$ cat src/core_cfg_pkg.sv
package core_cfg_pkg;

    // Data word width
    localparam int XLEN = 32;

    // Register index width and architectural register count
    localparam int REG_IDX_W = 5;
    localparam int NUM_REGS = 32;

    // One quotient bit per divider iteration
    localparam int DIV_STEPS = XLEN;

endpackage

$ cat src/exec_op_pkg.sv
package exec_op_pkg;
    import core_cfg_pkg::*;

    typedef enum logic [3:0] {
        OP_LI,
        OP_ADD,
        OP_SUB,
        OP_XOR,
        OP_MUL,
        OP_MULHU,
        OP_DIV,
        OP_DIVU,
        OP_REM,
        OP_REMU
    } exec_op_e;

    typedef enum logic [1:0] {
        UNIT_ALU,
        UNIT_MUL,
        UNIT_DIV
    } unit_e;

    // Operation and operands as handed to the multiplier and the divider
    typedef struct packed {
        exec_op_e             op;
        logic [REG_IDX_W-1:0] rd;
        logic [XLEN-1:0]      a;
        logic [XLEN-1:0]      b;
    } issued_op_t;

    function automatic unit_e op_unit(input exec_op_e op);
        unit_e unit;
        unique case (op)
            OP_MUL, OP_MULHU: unit = UNIT_MUL;
            OP_DIV, OP_DIVU, OP_REM, OP_REMU: unit = UNIT_DIV;
            default: unit = UNIT_ALU;
        endcase
        return unit;
    endfunction

endpackage

$ cat src/wb_bus_if.sv
`timescale 1ns/1ps

interface wb_bus_if import core_cfg_pkg::*; ();

    logic                 valid;
    logic                 ready;
    logic [REG_IDX_W-1:0] rd;
    logic [XLEN-1:0]      data;

    // Result producer side
    modport producer (
        output valid,
        output rd,
        output data,
        input  ready
    );

    // Write back arbiter side
    modport arbiter (
        input  valid,
        input  rd,
        input  data,
        output ready
    );

endinterface

$ cat src/issue_stage.sv
`timescale 1ns/1ps

module issue_stage import core_cfg_pkg::*; import exec_op_pkg::*; (
    input  logic                 clk,
    input  logic                 resetn,

    input  logic                 i_issue_valid,
    input  exec_op_e             i_issue_op,
    input  logic [REG_IDX_W-1:0] i_issue_rd,
    input  logic [REG_IDX_W-1:0] i_issue_rs1,
    input  logic [REG_IDX_W-1:0] i_issue_rs2,
    input  logic [XLEN-1:0]      i_issue_imm,
    output logic                 o_issue_ready,

    output logic [REG_IDX_W-1:0] o_rs1_sel,
    output logic [REG_IDX_W-1:0] o_rs2_sel,
    input  logic [XLEN-1:0]      i_rs1_data,
    input  logic [XLEN-1:0]      i_rs2_data,

    input  logic                 i_wb_valid,
    input  logic [REG_IDX_W-1:0] i_wb_rd,

    output logic                 o_mul_valid,
    output logic                 o_div_valid,
    output issued_op_t           o_op,
    input  logic                 i_mul_can_accept,
    input  logic                 i_div_busy,

    wb_bus_if.producer           alu_bus
);

    logic [NUM_REGS-1:0]  pending_q;
    logic                 active_q;
    unit_e                unit;
    logic                 hazard;
    logic                 unit_ok;
    logic                 accept;
    logic [XLEN-1:0]      alu_result;

    logic                 slot_valid_q;
    logic [REG_IDX_W-1:0] slot_rd_q;
    logic [XLEN-1:0]      slot_data_q;

    // Operands come straight from the register file
    assign o_rs1_sel = i_issue_rs1;
    assign o_rs2_sel = i_issue_rs2;

    assign unit = op_unit(i_issue_op);

    // Bit 0 is never set, so x0 never causes a stall
    assign hazard = pending_q[i_issue_rs1] || pending_q[i_issue_rs2] || pending_q[i_issue_rd];

    always_comb begin
        unique case (unit)
            UNIT_ALU: unit_ok = !slot_valid_q || alu_bus.ready;
            UNIT_MUL: unit_ok = i_mul_can_accept;
            UNIT_DIV: unit_ok = !i_div_busy;
            default:  unit_ok = 1'b0;
        endcase
    end

    assign o_issue_ready = active_q && !hazard && unit_ok;
    assign accept = i_issue_valid && o_issue_ready;

    assign o_mul_valid = accept && unit == UNIT_MUL;
    assign o_div_valid = accept && unit == UNIT_DIV;
    assign o_op = '{op: i_issue_op, rd: i_issue_rd, a: i_rs1_data, b: i_rs2_data};

    always_comb begin
        unique case (i_issue_op)
            OP_ADD:  alu_result = i_rs1_data + i_rs2_data;
            OP_SUB:  alu_result = i_rs1_data - i_rs2_data;
            OP_XOR:  alu_result = i_rs1_data ^ i_rs2_data;
            default: alu_result = i_issue_imm;
        endcase
    end

    always_ff @(posedge clk or negedge resetn) begin
        if (!resetn) begin
            pending_q <= '0;
            active_q <= 1'b0;
            slot_valid_q <= 1'b0;
        end else begin
            active_q <= 1'b1;
            if (i_wb_valid) begin
                pending_q[i_wb_rd] <= 1'b0;
            end
            if (accept && i_issue_rd != '0) begin
                pending_q[i_issue_rd] <= 1'b1;
            end

            // Slot refills on the edge it drains
            if (accept && unit == UNIT_ALU) begin
                slot_valid_q <= 1'b1;
            end else if (slot_valid_q && alu_bus.ready) begin
                slot_valid_q <= 1'b0;
            end
        end
    end

    always_ff @(posedge clk) begin
        if (accept && unit == UNIT_ALU) begin
            slot_rd_q <= i_issue_rd;
            slot_data_q <= alu_result;
        end
    end

    assign alu_bus.valid = slot_valid_q;
    assign alu_bus.rd = slot_rd_q;
    assign alu_bus.data = slot_data_q;

endmodule

$ cat src/flat_wrapper.sv
// flat-port wrapper written by rule: the top's interface ports become plain ports
module issue_stage_flat import core_cfg_pkg::*; import exec_op_pkg::*;
  (clk, resetn, i_issue_valid, i_issue_op, i_issue_rd, i_issue_rs1, i_issue_rs2, i_issue_imm, o_issue_ready, o_rs1_sel, o_rs2_sel, i_rs1_data, i_rs2_data, i_wb_valid, i_wb_rd, o_mul_valid, o_div_valid, o_op, i_mul_can_accept, i_div_busy, alu_bus_valid, alu_bus_rd, alu_bus_data, alu_bus_ready);
  wb_bus_if alu_bus_i ();
  input  logic clk;
  input  logic resetn;
  input  logic i_issue_valid;
  input  exec_op_e i_issue_op;
  input  logic [REG_IDX_W-1:0] i_issue_rd;
  input  logic [REG_IDX_W-1:0] i_issue_rs1;
  input  logic [REG_IDX_W-1:0] i_issue_rs2;
  input  logic [XLEN-1:0] i_issue_imm;
  output logic o_issue_ready;
  output logic [REG_IDX_W-1:0] o_rs1_sel;
  output logic [REG_IDX_W-1:0] o_rs2_sel;
  input  logic [XLEN-1:0] i_rs1_data;
  input  logic [XLEN-1:0] i_rs2_data;
  input  logic i_wb_valid;
  input  logic [REG_IDX_W-1:0] i_wb_rd;
  output logic o_mul_valid;
  output logic o_div_valid;
  output issued_op_t o_op;
  input  logic i_mul_can_accept;
  input  logic i_div_busy;
  output wire logic [$bits(alu_bus_i.valid)-1:0] alu_bus_valid;
  output wire logic [$bits(alu_bus_i.rd)-1:0] alu_bus_rd;
  output wire logic [$bits(alu_bus_i.data)-1:0] alu_bus_data;
  input wire logic [$bits(alu_bus_i.ready)-1:0] alu_bus_ready;
  assign alu_bus_valid = alu_bus_i.valid;
  assign alu_bus_rd = alu_bus_i.rd;
  assign alu_bus_data = alu_bus_i.data;
  assign alu_bus_i.ready = alu_bus_ready;
  issue_stage u_core (.clk(clk), .resetn(resetn), .i_issue_valid(i_issue_valid), .i_issue_op(i_issue_op), .i_issue_rd(i_issue_rd), .i_issue_rs1(i_issue_rs1), .i_issue_rs2(i_issue_rs2), .i_issue_imm(i_issue_imm), .o_issue_ready(o_issue_ready), .o_rs1_sel(o_rs1_sel), .o_rs2_sel(o_rs2_sel), .i_rs1_data(i_rs1_data), .i_rs2_data(i_rs2_data), .i_wb_valid(i_wb_valid), .i_wb_rd(i_wb_rd), .o_mul_valid(o_mul_valid), .o_div_valid(o_div_valid), .o_op(o_op), .i_mul_can_accept(i_mul_can_accept), .i_div_busy(i_div_busy), .alu_bus(alu_bus_i));
endmodule
$ cat config.mk
export PLATFORM = sky130hd
export DESIGN_NAME = issue_stage_flat
export DESIGN_NICKNAME = d
export VERILOG_FILES = /design/src/core_cfg_pkg.sv /design/src/exec_op_pkg.sv /design/src/wb_bus_if.sv /design/src/issue_stage.sv /design/src/flat_wrapper.sv
export SDC_FILE = /design/constraint.sdc
export NUM_CORES = 1
export LEC_CHECK = 0
export ABC_AREA = 1
export BUFFER_PORTS_ARGS = -buffer_cell sky130_fd_sc_hd__clkbuf_2
export CAP_MARGIN = 20
export CORE_ASPECT_RATIO = 1.1
export CORE_MARGIN = 2
export CORE_UTILIZATION = 55
export CTS_CLUSTER_DIAMETER = 50
export DETAILED_ROUTE_END_ITERATION = 8
export PLACE_DENSITY = 0.82
export SKIP_CTS_REPAIR_TIMING = 1
export SLEW_MARGIN = 25
export SYNTH_ARGS = -nofsm -noshare
export SYNTH_HDL_FRONTEND = slang
export SYNTH_SLANG_ARGS = --single-unit
$ cat constraint.sdc
create_clock -name clk -period 6.78 [get_ports clk]
set_input_delay 1.695 -clock clk [delete_from_list [all_inputs] [get_ports clk]]
set_output_delay 1.695 -clock clk [all_outputs]
set_load 0.01 [all_outputs]
## After elaboration in Yosys (flattened, before gate mapping)

Cells that the tools add are included.

| operators by class | value |
|---|---|
| add/sub/neg operators | 2 |
| $lt $le $gt $ge | 6 |
| equal/unequal tests | 11 |
| muxes and demuxes | 17 |
| bitwise logic cells | 4 |
| reduce and logical (&&, ||, !) cells | 21 |

Operators with widths:

| kind | number |
|---|---|
| 32-bit one-hot mux with 3 select lines | 1 |
| 32-bit two-way mux | 2 |
| 32-bit adder | 1 |
| 32-bit bitwise AND | 1 |
| 32-bit NOT | 1 |
| 32-bit bitwise OR | 1 |
| 32-bit subtractor | 1 |
| 32-bit XOR | 1 |
| 5-bit by 6-bit less-than comparator with 1-bit output (second input constant) | 4 |
| 4-bit by 3-bit == test with 1-bit output (second input constant) | 4 |
| 1-bit binary-select mux with 5-bit select | 3 |
| 1-bit demux with 5-bit select | 2 |
| 5-bit by 1-bit greater-or-equal comparator with 1-bit output (second input constant) | 2 |
| 1-bit logical AND | 10 |
| 4-bit by 2-bit == test with 1-bit output (second input constant) | 2 |
| 4-bit == test (second input constant) | 2 |
| 1-bit two-way mux | 7 |
| 5-bit nonzero test | 1 |
| 4-bit by 1-bit == test with 1-bit output (second input constant) | 1 |
| 2-bit one-hot mux with 2 select lines | 1 |
| 4-bit OR reduction | 1 |
| 1-bit logical NOT | 3 |
| 1-bit logical OR | 3 |
| 1-bit one-hot mux with 3 select lines | 1 |
| 5 further kinds | 5 |

| word-level totals | value |
|---|---|
| flip-flop bits (word level) | 71 |
| input bits | 127 |
| output and inout port bits | 124 |
| logic and storage cells | 66 |

## Depth between registers and ports, before layout

Gate-level depths: netlist of run 1.

| depth | value |
|---|---|
| depth in word-level cells | 10 |
| mapped depth | 23 |
| depth with buffers taken out | 23 |

## Least setup slack after synthesis of run 1

No wires, ideal clock.

| path | value |
|---|---|
| path kind | input port to flip-flop |
| start point | in i_issue_rs1[0] |
| end point | reg u_core.slot_data_q[0], in the netlist u_core.alu_bus.data[0], enable pin |
| library setup time | 431 ps |
| data arrival time | 4338 ps |
| required time | 6349 ps |
| setup slack | 2011 ps |
| stages on the path | 12 |
| path buffers | 2 |
| path through | buf_4 > inv_2 > buf_6 > o211ai_1 > nand3_1 > nand3_1 > nand2_1 > nand2_1 > nand2_1 > nor2_4 > nand2_2 > nor2_1 |

| on the way | value |
|---|---|
| cells in the longest elaborated chain, start to end | 9 |

Ends and longest elaborated chain:

| element | RTL line | RTL |
|---|---|---|
| start: declaration | flat_wrapper.sv:10 | `input logic [REG_IDX_W-1:0] i_issue_rs1;` |
| 1-bit binary-select mux with 5-bit select | issue_stage.sv:51 | `assign hazard = pending_q[i_issue_rs1] \|\| pending_q[i_issue_rs2] \|\| pending_q[i_issue_rd];` |
| 1-bit two-way mux (implied by the code) | issue_stage.sv:51 |  |
| 1-bit logical OR (2 in series) | issue_stage.sv:51 |  |
| 1-bit logical NOT | issue_stage.sv:62 | `assign o_issue_ready = active_q && !hazard && unit_ok;` |
| 1-bit logical AND (2 in series) | issue_stage.sv:62 |  |
| 1-bit logical AND | issue_stage.sv:63 | `assign accept = i_issue_valid && o_issue_ready;` |
| 1-bit logical AND | issue_stage.sv:102 | `if (accept && unit == UNIT_ALU) begin` |
| end signal: assignment | issue_stage.sv:104 | `slot_data_q <= alu_result;` |
| end: declaration | issue_stage.sv:42 | `logic [XLEN-1:0] slot_data_q;` |

No other way between the ends. The select of a mux whose other input is x is not followed.
A chain may end at the register's enable or synchronous reset.

## Final worst setup path of run 1

| path | value |
|---|---|
| start point | in i_issue_rd[0] |
| end point | out o_div_valid |

| on the way | value |
|---|---|
| cells in the longest elaborated chain, start to end | 8 |

Ends and longest elaborated chain:

| element | RTL line | RTL |
|---|---|---|
| start: declaration | flat_wrapper.sv:9 | `input logic [REG_IDX_W-1:0] i_issue_rd;` |
| 1-bit binary-select mux with 5-bit select | issue_stage.sv:51 |  |
| 1-bit two-way mux (implied by the code) | issue_stage.sv:51 |  |
| 1-bit logical OR | issue_stage.sv:51 |  |
| 1-bit logical NOT | issue_stage.sv:62 |  |
| 1-bit logical AND (2 in series) | issue_stage.sv:62 |  |
| 1-bit logical AND | issue_stage.sv:63 |  |
| 1-bit logical AND | issue_stage.sv:66 | `assign o_div_valid = accept && unit == UNIT_DIV;` |
| end: declaration | flat_wrapper.sv:21 | `output logic o_div_valid;` |

No other way between the ends. The select of a mux whose other input is x is not followed.

==> reports/results.txt, run 1 <==
Global placer's final weighted congestion: 1.02. CTS placed an instance of clkbuf_16 at the clock tree root. The leftover overflow at the end of global routing was 0. The logs give 46 for the number of placement rows and 56.3% for the initial core utilization. Walking the worst path, the cells encountered are clkbuf_2, inv_4, nand2_4, nor2_1, nor2_1, nand2_1, nand2_1, nand2_1, inv_2, nand2_1, nor2_1, nand2_1, nor2_4, buf_4, nand2_2, a21oi_1, clkbuf_2. The simple-gate area share of the yosys netlist was 35.9%. Synthesis produced 1255 cells. Yosys printed 0 warnings. The worst supply voltage drop on vdd is 112 uV, and the fraction of the cycle the final worst path needs is 82.8%.

The tools report the data arrival time of the critical path as 3.92 ns. The number of antenna diodes in the final layout is 0. After routing, the total negative slack on setup checks comes to 0 ns.

The logs give 5.09 ns for the required time at the endpoint of the critical path and 2 for the buffer levels on the longest clock path. The total global-route track usage is 32.9%, and the final number of hold-violating endpoints is 0. In the synthesized netlist the async set-or-reset flop fraction comes to 47.9%. In this run the tool buffered the top-level ports with 250 buffer cells. The overall routed net length is 26.4 mm, and the number of remaining DRC errors is 0. The dominant cell type by count on the critical path was nand2_1.

Before antenna repair, the detailed router went through 6 iterations. The worst setup path is launched from an input port. Average via count per standard cell: 5.62. The highest attainable clock frequency is 178 MHz.

For this design the ratio of total power to cell area is 175 nW/um2. At the end of the flow, the number of nets in the layout was 1567. The worst min-delay path category was flop to flop.

The tools report the number of global-route vias before repair as 8300. After synthesis, the largest family of logic cells by area is simple AND/OR/NAND/NOR gates. Of the synthesized area, sequential elements account for 24.2%. Setup repair after global routing left no endpoint under its margin. From synthesis to final layout, the design area changed by 13.3%.

The number of nets with antenna violations after detailed routing is 0. The source-to-sink clock delay at the later pin of the worst-skew pair is 0.34 ns. The first global-routing pass estimated 41.3 mm of wire.

When the netlist entered floorplanning its net count stood at 1415. After detailed placement, the design holds a cell count of 1587. Yosys mapped a number of flops with a built-in enable equal to 37.

After Yosys synthesis, XOR and XNOR cells account for 6.05% of the synthesized area. Cells fill 63.8% of the core in the end. In this run the vertical extent of the chip is 131 um. The share of synthesized area spent on multiplexers came out at 0%.

The logs give 36.2% for the headroom to the max-slew limit and 15700 um2 for the full die area. On the critical path, the stage with the largest delay is an instance of clkbuf_2. Maximum clock skew at final layout: 0.00666 ns. The tools report the static power due to leakage as 4.68 nW.

The run finished with clean final reports. Top-level port count: 251. The clock slew seen by the registers of the worst setup and hold paths is 0.06 ns. The synthesized design spends more area on one cell type than any other, namely nand2_1. Ranked by instance count, the synthesized netlist is headed by nand2_1, nor2_1, nand3_1. The critical-path maximum fanout is 32. Classification of the worst setup path: input port to output pin.

Entering global routing, the biggest net connects 38 pins. The count of final max-slew check failures is 0. For this run, the number of standard cells in the final layout without fillers is 1604. Setup violations remaining at the end of the flow were counted as 0. For this design, the sink count on the clock tree is 71. A synthesized cell averages 6.46 um2.

The stage delay of the slowest cell on the critical path came out at 0.46 ns. TritonCTS built the clock tree. The run gives 0 as the initial antenna violation count. The worst setup path is captured at an output pin. In this run the biggest area consumer among cell types represents 15.2% of the synthesized area.

The number of DRC violations after detailed-routing iteration 0 is 841, and the total of flip-flops plus latches after synthesis is 71. The floorplan step set the die width to 120 um. The most used flip-flop cell after synthesis is edfxtp_1. At the pin with the least slew margin, the transition time is 0.955 ns. The number of clock buffers added by TritonCTS is 9.

The final period demand of the worst path is 5.61 ns, and the post-synth design cell area is 8110 um2. The detailed router placed 9017 vias in this run. Max-cap violations in this run came to 0. Most instantiated library cell after synthesis: nand2_1. Routed wirelength normalized by instance count: 16.5 um. Synthesized-area fraction occupied by ao, oa, aoi and oai cells: 12.6%. The tools report the number of library cell types mapped by synthesis as 44.

The adder and majority gate portion of the synthesized area was 5.19%; the placeable core region was 14400 um2. Worst path buffer plus inverter count: 5. The top cell family by delay on the critical path is buffers and inverters. The clock tree synthesis step divided the H-tree into 3 levels. In the post-synthesis netlist, the biggest area contributors are nand2_1, edfxtp_1, dfrtp_1.

Cells with a size suffix above 1 make up 21.5% of the layout. The half-perimeter wire length of the detailed placement result was 21.3 mm.
==> worst min-delay path, stage by stage, from the launching register on <==
cell	delay, ns
dfrtp_1	0.41
o21ai_0	0.08
nand2_1	0.05
==> final timing paths <==
check	from	endpoint	slack, ns	depth (start not counted)
max	i_issue_rd[0]	o_div_valid	1.17	17
min	u_core.pending_q[8]	u_core.pending_q[8]	0.59	2
max reg2reg	u_core.pending_q[22]	u_core.alu_bus.data[6]	4.01	15
min reg2reg	u_core.pending_q[8]	u_core.pending_q[8]	0.59	2
max in group asynchronous	resetn	u_core.active_q	4.75	1
min in group asynchronous	resetn	u_core.pending_q[29]	1.46	1
==> layer usage <==
layer  routed length, um  up-vias  GRT usage (%)
li1                    -     4387              -
met3                1980       90           3.86
met5                   0        -              0
met1               10200     4074           39.8
met2               13100      466           58.0
met4                1130        0           15.3
==> layout by cell type, fill, tap and decap left out, types with 9 or more instances in the layout <==
master / Yosys / routed
nand2_1: 329 / 329
clkbuf_2: 1 / 250
nor2_1: 136 / 135
nand3_1: 116 / 116
inv_1: 115 / 115
o21ai_0: 80 / 80
a21oi_1: 54 / 54
nand4_1: 39 / 39
edfxtp_1: 37 / 37
dfrtp_1: 34 / 34
xor2_1: 33 / 33
ha_1: 32 / 32
xnor2_1: 23 / 23
nor3_1: 18 / 18
o211ai_1: 16 / 16
or2_2: 13 / 13
o21ai_1: 11 / 10
clkbuf_16: 0 / 9
==> flip-flops by register name, summed over array words and instances, names as in the netlist <==
signal,flops
u_core.active_q,1
u_core.alu_bus.data,32
u_core.alu_bus.rd,5
u_core.alu_bus.valid,1
u_core.pending_q,32
==> kinds of logic (layout without fill, tap and decap cells) <==
group,Yosys count,count (layout)
adder cells (fa/ha/maj),33,33
buffers and inverters,238,395
AND/OR/NAND/NOR,672,672
XOR/XNOR,56,56
flip-flops,71,71
other,1,1
AO/OA/AOI/OAI,184,184
==> cell type report <==
cell class / count / area, um2
fillers: 1407 / 5200
multi-input cells: 946 / 4860
flip-flops and latches: 71 / 1960
repair buffers: 256 / 1320
inverters: 123 / 467
well taps: 192 / 240
clock buffers: 9 / 225
clock inverters: 7 / 120
==> through the flow <==
| stage | cell area, um2 | setup slack [ns] | hold slack [ns] | total power (W) |
|---|---|---|---|---|
| after floorplan | 8110 | 2.01 | 0.494 | 0.000891 |
| after global placement | 8810 | 1.25 | 0.562 | 0.00104 |
| after detailed placement | 8810 | 1.21 | 0.576 | 0.00105 |
| after CTS | 9160 | 1.21 | 0.589 | 0.00160 |
| after global routing | 9190 | 0.900 | 0.604 | 0.00169 |
| final | 9190 | 1.17 | 0.586 | 0.00161 |
==> report_power, final <==
| group | total (W) | switching (W) | internal [W] |
|---|---|---|---|
| sequential | 0.000518 | 0.0000329 | 0.000485 |
| combinational | 0.000538 | 0.000346 | 0.000192 |
| clock | 0.000553 | 0.000192 | 0.000361 |
| total | 0.00161 | 0.000571 | 0.00104 |
No activity file was read; power rests on OpenSTA's default activity.
==> run 2, diff against run 1 <==
- ABC_AREA: 1 -> 0
- CORE_UTILIZATION: 55 -> 47
- PLACE_DENSITY: 0.82 -> 0.76
- clock period: 6.78 -> 4.95 ns (I/O delays scaled with it)
==> reports/results.txt, run 2 <==
Counting along the longest clock path gives a buffer depth of 2. The critical path contains buffers and inverters numbering 3 combined. TritonCTS built the clock tree.

The final number of hold-violating endpoints was 0; the stage delay of the slowest cell on the critical path was 0.58 ns. The pin count of the biggest net entering global routing is 40, and the number of placement rows is 47. The synthesized design contains 71 register bits. For this run, the leading register cell type out of synthesis is edfxtp_1.

The initial antenna violation count is 1, and the number of port buffers is 250. For the count of final max-slew check failures, the log shows 0. The share of total power dissipated in combinational logic is 37.4%.

The run gives 206 MHz as the highest attainable clock frequency. The routed wirelength normalized by instance count was 19.1 um; the clock network fraction of total power was 30.2%. Setup violations remaining at the end of the flow were counted as 0. Switching power share of the total: 35.4%. The run gives 0.36 ns as the source-to-sink clock delay at the later pin of the worst-skew pair. The die covers 16300 um2.

The count of synthesis-stage warnings from yosys was 0; the number of global-route vias before repair was 6883. Total global-route track usage: 28.0%. The critical path goes through clkbuf_2, buf_12, mux4_2, mux4_2, mux2_2, or4_4, nor3_2, clkbuf_2. The tightest min-delay check is of the flop to flop type. The top cell family by delay on the critical path is multiplexers. The flow ran to the end, and the final reports show no timing, DRC or antenna violations. In the layout the commonest cells are clkbuf_2, o21ai_0, buf_4, xor2_1, a21oi_1. In this run, flip-flops and latches consume 32.3% of the power.

The required time at the endpoint of the critical path was 3.71 ns. When the netlist entered floorplanning its net count stood at 958. Counting the fill cells in the layout gives 1382. The detailed router finished its first iteration with 658 violations. After detailed placement, the design holds a cell count of 1200. Headroom to the max-slew limit came out at 42.8%. The synthesized design devotes to its leading area cell type 15.4% of total area.

The sequential element share of the synthesized area came out at 27.2%. Measured along the x axis, the die boundary spans 122 um. The top-level port count was 251; the fraction of the cycle the final worst path needs was 98.2%. Category of the worst setup path capture point: an output pin.

The mean area per synthesized cell came out at 9.03 um2. The core region is 15000 um2. For the combined flip-flop and latch cell area, the log shows 1960 um2.

For this design the total switching power over the nets is 0.000810 W. In the synthesized netlist the async set-or-reset flop fraction comes to 47.9%. The worst path needs 4.86 ns of the cycle, external delays included. Summed over all cells, the static leakage comes to 4.02 nW. The number of library cell types mapped by synthesis is 59, and the global placer's final weighted congestion is 0.934.

The area growth from synthesis to layout is 23.8%. The clock net in this run drives a total of 71 sinks. Setup repair after global routing could not meet its margin everywhere. The biggest area contributor in the post-synthesis netlist is edfxtp_1. The root buffer cell was clkbuf_16. The maximum clock skew at final layout is 0.0170 ns, and the final non-filler cell total is 1216. The leftover overflow at the end of global routing is 0, and the total clock buffers created by CTS is 9. After clock tree synthesis, the clock-pin slew on the worst setup and hold paths is 0.06 ns. The height of the die works out to 134 um. Max-cap check violation count: 0. Final hold analysis gives a worst-case slack of 0.548 ns.

The logs give 5 for the number of detailed-route iterations in the first pass and 35.4 mm for the first-pass GRT wire length. Once detailed placement completed, the half-perimeter wirelength came to 18.2 mm. In the final layout, the multi-input gates occupy 4450 um2. Ranked by instance count, the synthesized netlist is headed by buf_4, o21ai_0, xor2_1.

The worst setup path is launched from an input port. Leading cell type in the layout, fill and taps excluded: clkbuf_2. Summed over all layers, the routed wires come to 23.3 mm. The H-tree generated during clock tree synthesis spans 3 levels.

Once detail routing completed, the nets flagged for antenna violations numbered 0. The library cell contributing the largest single delay on the critical path was or4_4. The internal portion of the total power is 0.00148 W. Classification of the worst setup path: input port to output pin. After synthesis, the cell types taking the most area are edfxtp_1, dfrtp_1, buf_4. VDD sags by at most 147 uV. For the pin with the worst max-slew slack, the measured transition is 0.857 ns. Summing over every cut layer, the via total after detailed routing is 7236. The number of synthesized flops with an enable pin was 37. In the routed design, unresolved DRC markers number 0. The repair_antennas step left the layout with diodes totalling 0. The net count of the finished layout is 1175.

The cell count after synthesis came out at 798. Of the cells placed in the final design, the portion with a size suffix greater than 1 is 38.8%. After detailed routing, the number of vias per cell comes to 5.95.

STA puts the critical path data arrival time at 3.62 ns. Once the floorplan was initialized, standard cells occupied 48.0% of the core. The critical-path maximum fanout is 9, and the areal power density over the cells is 257 nW/um2. The cell area that synthesis handed to floorplanning was 7200 um2.
run 2: changes by cell type in the layout (fill, tap and decap cells not counted), sizes merged, moves of 27 or more:
cell | before | now
buf | 6 | 84
nand2 | 332 | 42
nand3 | 117 | 17
mux4 | 0 | 27
o31ai | 3 | 38
nor2 | 138 | 39
inv | 123 | 17
nand4 | 39 | 11
run 2: per-stage QoR:
| stage | util [%] | total power (W) | setup TNS [ns] | area (um2) | setup WS, ns |
|---|---|---|---|---|---|
| after floorplan | - | 0.00129 | 0 | 7230 | 0.0219 |
| after CTS | 59.2 | 0.00228 | -0.158 | 8880 | -0.0572 |
| after global placement | 57.2 | 0.00157 | -0.403 | 8580 | -0.0928 |
| final | 59.5 | 0.00229 | 0 | 8920 | 0.0881 |
| after global routing | 59.5 | 0.00240 | -0.113 | 8920 | -0.0674 |
| after detailed placement | 57.2 | 0.00159 | -1.73 | 8580 | -0.229 |
run 2: layer usage:
| metal | share of wire (%) | global-route usage (%) |
|---|---|---|
| met2 | 51 | 48.6 |
| met3 | 8.4 | 5.23 |
| met4 | 2.9 | 10.3 |
| met5 | 0 | 0 |
| met1 | 38 | 34.5 |
run 2: layout make-up:
cell class	instances	share of cell area [%]
clock buffers	9	2.53
flip-flops and latches	71	22.0
well taps	196	2.75
repair buffers	333	21.3
clock inverters	7	0.884
inverters	14	0.589
multi-input cells	586	50.0
run 2: worst reg2reg max path: stages, from the launching register on:
cell	delay, ns
dfrtp_1	0.43
mux4_2	0.47
mux4_2	0.47
mux2_2	0.27
or4_4	0.58
buf_4	0.22
nor3_4	0.24
buf_12	0.25
run 2: cells by family (layout without fill, tap and decap cells):
kind of cell / Yosys count / count (layout) / share of synthesized area [%]
AOI/OAI and AO/OA: 248 / 248 / 21.7
and+or+nand+nor: 185 / 185 / 13.3
xor gates and xnor gates: 85 / 85 / 10.3
adders and majority gates: 33 / 33 / 5.84
DFF: 71 / 71 / 27.2
buffers and inverters: 141 / 363 / 12.1
other: 1 / 1 / 0.0521
muxes: 34 / 34 / 9.45
run 2: path summary, 6_finish.rpt:
kind,slack (ns),from,cells after the start,endpoint
worst max register to register,1.68,u_core.pending_q[30],7,u_core.alu_bus.data[3]
min in group asynchronous,0.98,resetn,1,u_core.pending_q[4]
max in group asynchronous,3.42,resetn,1,u_core.pending_q[27]
worst min-delay path,0.55,u_core.pending_q[0],1,u_core.pending_q[0]
worst max-delay path,0.09,i_issue_rs2[0],8,o_div_valid
worst min register to register,0.55,u_core.pending_q[0],1,u_core.pending_q[0]
run 2: power groups by stage:
stage / logic (W) / clock network [W] / registers [W]
floorplan: 0.000555 / 0 / 0.000737
global placement: 0.000830 / 0 / 0.000745
detailed placement: 0.000839 / 0 / 0.000748
CTS: 0.000846 / 0.000701 / 0.000737
global route: 0.000933 / 0.000725 / 0.000744
finish: 0.000857 / 0.000692 / 0.000740
==> run 3, diff against run 2 <==
- CAP_MARGIN: 20 -> not set
- PLACE_DENSITY: 0.76 -> 0.79
==> reports/results.txt, run 3 (same netlist as run 2, synthesis figures left out) <==
The run finished with clean final reports. Input and output buffers added on the ports amount to 250. In this run the cell area measured after placement is 8570 um2. The width of the chip came out at 122 um. The number of placement rows is 47.

The analysis attributes to cell leakage a power of 4.01 nW. The first-pass GRT wire length is 35.7 mm, and the final number of hold-violating endpoints is 0. The setup path with the least slack is of type input port to output pin. Areal power density over the cells: 253 nW/um2. Leaving out fill and tap cells, the most frequent cell in the layout is clkbuf_2. Setup violations remaining at the end of the flow were counted as 0. The overall routed net length is 23.1 mm, and the transition at the pin with the smallest max-transition slack is 0.944 ns. In this run the worst hold path is classified as flop to flop. For the number of nets with antenna violations after detailed routing, the log shows 0. The count of cells along the worst hold path is 1. The tools report the full die area as 16300 um2. TritonCTS built the clock tree. The first detailed-routing pass ran for 5 iterations. The leftover overflow at the end of global routing was 0; the data arrival time of the critical path was 3.66 ns. STA classifies the critical path endpoint as an output pin.

The fraction of the cycle the final worst path needs was 99.0%; the routed wirelength normalized by instance count was 19.0 um. Counting cells, the worst reg-to-reg path comes to 7. From bottom edge to top edge, the die measures 134 um. The cell family contributing the most delay on the critical path is multiplexers. The global placer's final weighted congestion was 0.968. The tightest hold path in the finished design has a slack of 0.551 ns. The repair_antennas step left the layout with diodes totalling 0.

Of all nets on the critical path, the largest fanout is 9. CTS built an H-tree with a depth of 3. The cell that appears most often on the critical path is mux4_2.

The critical path crosses 8 cells after its start point. The buffer levels on the longest clock path came out at 2. The tools report the headroom to the max-slew limit as 37.1%. The layout cell share with drive strength beyond 1 is 38.9%.

The library cells used most frequently in the layout, excluding fill and tap cells, are clkbuf_2, o21ai_0, buf_4, xor2_1, a21oi_1. The clock slew seen by the registers of the worst setup and hold paths came out at 0.06 ns. The library cell contributing the largest single delay on the critical path was or4_4. In the routed layout, each cell is associated on average with a via count of 5.93. The required time at the endpoint of the critical path came out at 3.71 ns. The later pin in the worst-skew pair is clocked with a latency of 0.36 ns.

The total clock buffers created by CTS came out at 9. The area growth from synthesis to layout is 23.4%. For this configuration, the core starts out at a cell density of 48.0%. The tools report the initial antenna violation count as 0. Entering global routing, the biggest net connects 40 pins. The logs give 684 for the number of DRC violations after detailed-routing iteration 0 and 0 for the number of remaining DRC errors.

The worst-case IR drop observed on VDD is 149 uV. Static timing analysis puts the maximum clock frequency at 204 MHz. During I/O placement, the number of pins put on the boundary was 251.

The net count of the finished layout is 1174. Global routing consumed, over all layers together, 28.1% of the routing resources. The final cell area excluding filler cells came out at 8890 um2.

The tools report the count of final max-slew check failures as 0. CTS saw 71 sinks. The tools report the type of origin of the critical path as an input port. In this run the clock root is driven by a clkbuf_16. The total via count in the routed design was 7210; the stage delay of the slowest cell on the critical path was 0.58 ns. The max-cap check violation count is 0, and the worst path buffer plus inverter count is 3. Traced cell by cell, the critical path runs through clkbuf_2, buf_12, mux4_2, mux4_2, mux2_2, or4_4, nor3_4, buf_2. The tools report the number of global-route vias before repair as 7023.

The final period demand of the worst path works out to 4.90 ns. In this run the standard cell core region covers 15000 um2. The half-perimeter wire length of the detailed placement result is 17.9 mm.

The maximum clock skew at final layout is 0.0135 ns.
[run 3: changes by cell type in the layout (fill, tap and decap cells not counted), sizes merged]
cell	delta
clkinv	-2
clkbuf	-1
inv	+3
bufinv	-1
[run 3: path summary, 6_finish.rpt]
| kind | start | slack (ns) | endpoint |
|---|---|---|---|
| max in group asynchronous | resetn | 3.42 | u_core.pending_q[13] |
| min in group asynchronous | resetn | 0.99 | u_core.pending_q[0] |
| worst min-delay path | u_core.pending_q[0] | 0.55 | u_core.pending_q[0] |
| worst max register to register | u_core.pending_q[31] | 1.67 | u_core.alu_bus.data[4] |
| worst min register to register | u_core.pending_q[0] | 0.55 | u_core.pending_q[0] |
| worst max-delay path | i_issue_rs2[0] | 0.05 | o_div_valid |
[run 3: worst reg2reg max path, cell delays in order (launching register included)]
cell and delay, ns:
dfrtp_1 0.41, mux4_2 0.48, mux4_2 0.46, mux2_2 0.27
or4_4 0.58, buf_4 0.24, nor3_4 0.26, buf_12 0.26
[run 3: report_power, final]
part / leakage, nW / switching (W) / total, W / internal (W)
Sequential: 0.794 / 0.0000481 / 0.000737 / 0.000689
Combinational: 3.08 / 0.000459 / 0.000853 / 0.000394
Clock: 0.140 / 0.000311 / 0.000662 / 0.000351
[run 3: through the flow]
step	setup slack, ns	TNS [ns]	std cells	total power, W	utilization [%]
2_1_floorplan	0.0219	0	798	0.00129	-
3_3_place_gp	-0.0970	-0.282	1199	0.00157	57.1
3_5_place_dp	-0.191	-1.26	1199	0.00158	57.1
4_1_cts	-0.0832	-0.214	1215	0.00225	59.0
5_1_grt	-0.00376	-0.00376	1215	0.00237	59.3
6_report	0.0501	0	1215	0.00225	59.3
[run 3: metal layers]
metal / share of wire, % / GRT usage (%) / vias up
li1: - / - / 3369
met1: 38 / 33.2 / 3428
met2: 52 / 50.6 / 363
met3: 8.0 / 5.40 / 50
met4: 2.7 / 9.58 / 0
met5: 0 / 0 / -
[run 3: cell type report]
class | count | area, um2
clock buffer | 9 | 225
timing repair buffer | 332 | 1890
tap | 196 | 245
clock inverter | 7 | 60.1
sequential | 71 | 1960
fill | 1340 | 6110
inverter | 14 | 52.6
multi-input combinational | 586 | 4450
